## src/design/sdram_pkg.sv

```systemverilog
//========================================
// Shared widths and codes for the memory arbiter,
// the request interface and the memory controller
//========================================

package sdram_pkg;

    // Game bank ports and memory geometry
    localparam int BANKS   = 4;
    localparam int BANK_AW = 10;
    localparam int DATA_W  = 16;
    localparam int BANK_W  = $clog2(BANKS);
    localparam int MEM_WORDS = BANKS << BANK_AW;

    // Cycles from grant to rdy
    localparam int MEM_LAT = 3;
    localparam int LAT_W   = $clog2(MEM_LAT + 1);

    // Requester code needs one value past the game banks
    localparam int SRC_W = $clog2(BANKS + 1);

    typedef logic [BANK_AW-1:0] addr_t;
    typedef logic [BANK_W-1:0]  bank_t;
    typedef logic [DATA_W-1:0]  data_t;
    // Active-low byte write mask with bit 0 on the low byte
    typedef logic [1:0]         dsn_t;
    typedef logic [SRC_W-1:0]   src_t;
    typedef logic [LAT_W-1:0]   lat_t;

    // Programming port sits right after the last game bank
    localparam src_t SRC_PROG = src_t'(BANKS);

endpackage

```

## src/design/mem_req_if.sv

```systemverilog
//========================================
// One granted memory request, arbiter to controller
// ready is the controller's go-ahead for the next req
//========================================

`timescale 1ns/100ps

interface mem_req_if import sdram_pkg::*; ();

    // Single-cycle request strobe and its payload
    logic  req;
    logic  we;
    bank_t bank;
    addr_t addr;
    data_t din;
    dsn_t  dsn;
    src_t  src;

    // High while the controller is idle
    logic  ready;

    modport arb (
        output req, we, bank, addr, din, dsn, src,
        input  ready
    );

    modport ctrl (
        input  req, we, bank, addr, din, dsn, src,
        output ready
    );

endinterface

```

## src/design/bank_arbiter.sv

```systemverilog
//========================================
// Picks one requester per free memory slot
// Programming port first, then game banks round-robin
//========================================

`timescale 1ns/100ps

module bank_arbiter import sdram_pkg::*; (
    input  logic             clk_rom,
    input  logic             arst_n,
    // Game bank ports
    input  addr_t            ba_addr [BANKS],
    input  data_t            ba_din  [BANKS],
    input  dsn_t             ba_dsn  [BANKS],
    input  logic [BANKS-1:0] ba_rd,
    input  logic [BANKS-1:0] ba_wr,
    output logic [BANKS-1:0] ba_ack,
    // ROM programming port
    input  addr_t            prog_addr,
    input  bank_t            prog_ba,
    input  data_t            prog_data,
    input  dsn_t             prog_mask,
    input  logic             prog_we,
    output logic             prog_ack,
    // Towards the memory controller
    mem_req_if.arb           mem
);

    logic [BANKS-1:0] ba_req;
    logic             any_ba;
    logic             ba_grant;
    bank_t            ptr;
    bank_t            win;

    // A read or a write both count as a pending request
    assign ba_req = ba_rd | ba_wr;

    // First requesting bank at or after the pointer
    always_comb begin
        bank_t idx;
        any_ba = 1'b0;
        win    = ptr;
        for (int i = 0; i < BANKS; i++) begin
            idx = ptr + bank_t'(i);
            if (!any_ba && ba_req[idx]) begin
                any_ba = 1'b1;
                win    = idx;
            end
        end
    end

    // prog_we always beats the game banks
    assign prog_ack = mem.ready && prog_we;
    assign ba_grant = mem.ready && !prog_we && any_ba;
    assign mem.req  = prog_ack || ba_grant;

    always_comb begin
        ba_ack = '0;
        if (ba_grant) begin
            ba_ack[win] = 1'b1;
        end
    end

    // Winner's fields onto the request bus
    always_comb begin
        if (prog_we) begin
            mem.we   = 1'b1;
            mem.bank = prog_ba;
            mem.addr = prog_addr;
            mem.din  = prog_data;
            mem.dsn  = prog_mask;
            mem.src  = SRC_PROG;
        end else begin
            // Write wins when rd and wr are both up
            mem.we   = ba_wr[win];
            mem.bank = win;
            mem.addr = ba_addr[win];
            mem.din  = ba_din[win];
            mem.dsn  = ba_dsn[win];
            mem.src  = src_t'(win);
        end
    end

    // Pointer moves past the bank that was just served
    always_ff @(posedge clk_rom or negedge arst_n) begin
        if (!arst_n) begin
            ptr <= '0;
        end else if (ba_grant) begin
            ptr <= win + bank_t'(1);
        end
    end

endmodule

```

## src/flat_wrapper.sv

```systemverilog
// flat-port wrapper written by rule: the top's interface ports become plain ports
module bank_arbiter_flat import sdram_pkg::*;
  (clk_rom, arst_n, ba_addr, ba_din, ba_dsn, ba_rd, ba_wr, ba_ack, prog_addr, prog_ba, prog_data, prog_mask, prog_we, prog_ack, mem_req, mem_we, mem_bank, mem_addr, mem_din, mem_dsn, mem_src, mem_ready);
  mem_req_if mem_i ();
  input  logic clk_rom;
  input  logic arst_n;
  input  addr_t ba_addr[BANKS];
  input  data_t ba_din[BANKS];
  input  dsn_t ba_dsn[BANKS];
  input  logic [BANKS-1:0] ba_rd;
  input  logic [BANKS-1:0] ba_wr;
  output logic [BANKS-1:0] ba_ack;
  input  addr_t prog_addr;
  input  bank_t prog_ba;
  input  data_t prog_data;
  input  dsn_t prog_mask;
  input  logic prog_we;
  output logic prog_ack;
  output wire logic [$bits(mem_i.req)-1:0] mem_req;
  output wire logic [$bits(mem_i.we)-1:0] mem_we;
  output wire logic [$bits(mem_i.bank)-1:0] mem_bank;
  output wire logic [$bits(mem_i.addr)-1:0] mem_addr;
  output wire logic [$bits(mem_i.din)-1:0] mem_din;
  output wire logic [$bits(mem_i.dsn)-1:0] mem_dsn;
  output wire logic [$bits(mem_i.src)-1:0] mem_src;
  input wire logic [$bits(mem_i.ready)-1:0] mem_ready;
  assign mem_req = mem_i.req;
  assign mem_we = mem_i.we;
  assign mem_bank = mem_i.bank;
  assign mem_addr = mem_i.addr;
  assign mem_din = mem_i.din;
  assign mem_dsn = mem_i.dsn;
  assign mem_src = mem_i.src;
  assign mem_i.ready = mem_ready;
  bank_arbiter u_core (.clk_rom(clk_rom), .arst_n(arst_n), .ba_addr(ba_addr), .ba_din(ba_din), .ba_dsn(ba_dsn), .ba_rd(ba_rd), .ba_wr(ba_wr), .ba_ack(ba_ack), .prog_addr(prog_addr), .prog_ba(prog_ba), .prog_data(prog_data), .prog_mask(prog_mask), .prog_we(prog_we), .prog_ack(prog_ack), .mem(mem_i));
endmodule
```

## config.mk

```make
export PLATFORM = sky130hd
export DESIGN_NAME = bank_arbiter_flat
export DESIGN_NICKNAME = d
export VERILOG_FILES = /design/src/design/sdram_pkg.sv /design/src/design/mem_req_if.sv /design/src/design/bank_arbiter.sv /design/src/flat_wrapper.sv
export SDC_FILE = /design/constraint.sdc
export NUM_CORES = 1
export LEC_CHECK = 0
export ABC_AREA = 1
export BUFFER_PORTS_ARGS = -buffer_cell sky130_fd_sc_hd__buf_2
export CORE_MARGIN = 1
export CORE_UTILIZATION = 27
export CTS_CLUSTER_SIZE = 28
export DETAILED_ROUTE_END_ITERATION = 12
export SETUP_SLACK_MARGIN = 0.1
export SLEW_MARGIN = 0
export SYNTH_ARGS = -nofsm -noshare
export SYNTH_HDL_FRONTEND = slang
export SYNTH_SLANG_ARGS = --single-unit
```

## constraint.sdc

```tcl
create_clock -name clk_rom -period 3 [get_ports clk_rom]
set_input_delay 0.3 -clock clk_rom [delete_from_list [all_inputs] [get_ports clk_rom]]
set_output_delay 0.3 -clock clk_rom [all_outputs]
set_load 0.01 [all_outputs]
```

==> impl_metrics.tcl <==
set metrics [dict create \
    status "completed" \
    cts.sinks 2 \
    dpl.hpwl_um 6620 \
    stdcell_count 788 \
    slew_headroom_pct 62.8 \
    track_usage_pct 17.9 \
    syn_area_sq_um 2430 \
    vias_per_cell 4.51 \
    slowest_stage "dfrtp_2" \
    synth_xor_area_share_pct 0 \
    final_cell_mix "267 x nand2_1, 193 x buf_2, 63 x inv_1" \
    ioPinCount 194 \
    drc 0 \
    wl_per_cell_um 11.7 \
    grt_max_degree 57 \
    cts_made_buffers 3 \
    initial_utilization_pct 27.9 \
    drive_above_1_share_pct 37.4 \
    h-tree-depth 1 \
    gp_congestion 0.848 \
    antenna_found_initial 0 \
    synthAdderAreaFrac_pct 2.06 \
    synthMuxAreaShare_pct 0 \
    period_share_pct 89.8 \
    ys_seq_area_share_pct 2.06 \
    cts_buffer_depth 2 \
    fin_area_sq_um 3600 \
    rsz0062_at_grt "true" \
    fillerInstances 1008 \
    hold_viol 0 \
    syn_inst 495 \
    r2r-start "u_core.ptr[0]" \
    portBuffers 193 \
    vias 3556 \
    area_growth_pct 48.0 \
    rr_worst_depth 13 \
    tightest_slew_ps 558 \
    worstSetupEndpointType "output pin" \
    final_nets 840 \
    p_leak_nw 2.41 \
    die_h_um 96.9 \
    avgSynthCellArea_sq_um 4.91 \
    crit_top_cell "nand2_1" \
    worst_path_largest_cell_delay_ps 470 \
    min_path_type "input pin to async pin" \
    power_density_nw_per_um2 1030 \
    finalSetupViolations 0 \
    grt_pass1_vias 3399 \
    grt-ovfl-total 0 \
    fin_skew_ps 2.52 \
    setup_tns_ps 0 \
    multi_input_area_sq_um 1950 \
    synthesis.nets 653 \
    totalWireLength_um 9190 \
    synth-compound-area-share_pct 1.03 \
    rows 34 \
    ir_drop_v 0.000377 \
    cts_tree "built" \
    path_cells "inv_4 -> nand2_1 -> nand3_1 -> nand2_1 -> nor2_8 -> nand3_4 -> nand2_4 -> buf_4 -> nand2_4 -> nand2_1 -> nand2_1 -> inv_1 -> nand2_1 -> nand3_1 -> nand2_1 -> buf_2" \
    setup_slack_ps 307 \
    final_common_cell "nand2_1" \
    synth_warnings 0 \
    largest_reg_flops 2 \
    maxCapViolCount 0 \
    post-place-ws_ps 239 \
    place_area_sq_um 3400 \
    dp.cells 773 \
    critPathArrivalTime_ps 2390 \
    critPathKind "register to output pin" \
    clk_latency_ps 210 \
    dieWidth_um 96.9 \
    die_area_sq_um 9390 \
    start_kind "register" \
    first_pass_iters 4 \
    critPathBufInv 4 \
    core_area_sq_um 8720 \
    final_core_util_pct 41.2 \
    synth_seq_cells 2 \
    min_period_ps 2690 \
    synth_simple_gate_area_share_pct 74.9 \
    critPathRequiredTime_ps 2700 \
    seq_area_sq_um 52.6 \
    cp_max_fo 19 \
    cts_root_buffer "clkbuf_8" \
    ant_nets 0 \
    reg.largest.list "u_core.ptr: 2 flops" \
    timing.rr.end "u_core.ptr[1]" \
    synth_top_family_by_area "simple AND/OR/NAND/NOR gates" \
    largest-register "u_core.ptr" \
    grt_pass1_wl_um 14600 \
    drtIter0Drc 148 \
    synth_cell_types 24 \
    regToRegSetupSlack_ps 770 \
    diodes 0 \
    crit_family "simple AND/OR/NAND/NOR gates" \
    clkTransAtPathRegs_ps 30 \
    final-max-slew-violation-count 0 \
    clock.fmax_mhz 371 \
]
[worst max path at each step]
stage,cells after the start,startpoint,endpoint
finish,16,u_core.ptr[0],mem_addr[9]
global route,18,u_core.ptr[0],mem_din[15]
CTS,15,u_core.ptr[0],mem_din[3]
detailed placement,14,u_core.ptr[0],mem_dsn[1]
global placement,14,u_core.ptr[0],mem_din[15]
floorplan,14,u_core.ptr[0],ba_ack[2]
[through the flow]
stage | total power [mW] | hold WS, ps
2_1_floorplan | 2.56 | 4.41
3_3_place_gp | 3.24 | 86.5
3_5_place_dp | 3.28 | 86.7
4_1_cts | 3.43 | 424
5_1_grt | 4.22 | 451
6_report | 3.72 | 423
[cells by family (layout without fill, tap and decap cells)]
family,Yosys count,count (layout)
compound gates,5,5
fa+ha+maj,4,4
buf+inv,99,282
flops,2,2
simple gates,385,387
[routing by layer]
metal	global-route usage [%]	routed length [um]	vias up
li1	-	-	1875
met1	21.2	4040	1531
met2	34.5	4490	140
met3	1.95	563	10
met4	3.67	97	0
met5	0	0	-
[Yosys cell counts (all sizes together)]
cell type,count,area [sq um]
nand3b,28,210
nand4,3,33.8
dfrtp,2,50.1
o21ai,3,15.0
nand3,68,458
nor2,13,67.6
clkbuf,4,15.0
nand2,273,1050
a21oi,2,10.0
inv,66,250
buf,29,219
ha,4,50.1
[cell type report]
| class | instances | area share [%] |
|---|---|---|
| Clock buffer | 3 | 1.15 |
| Timing Repair Buffer | 213 | 32.6 |
| Tap cell | 108 | 3.76 |
| Sequential cell | 2 | 1.46 |
| Multi-Input combinational cell | 396 | 54.1 |
| Inverter | 66 | 6.96 |
[report_power, final]
group | switching, mW | internal [mW] | total [mW] | leakage, nW
logic | 2.18 | 1.36 | 3.54 | 2.37
registers | 0.0323 | 0.0431 | 0.0754 | 0.0211
clock network | 0.0213 | 0.0849 | 0.106 | 0.0216
total | 2.24 | 1.49 | 3.72 | 2.41
[repair_timing]
item | 4_1_cts | 5_1_grt
setup endpoints to repair | 28 | 32
gates resized for setup | 3 | 8
hold buffers | 1 | 0
pin swaps | 0 | 4
endpoints found under the hold margin | 2 | 0
buffers inserted | 0 | 8
cloned | 0 | 3
(Power assumes the default switching activity.)
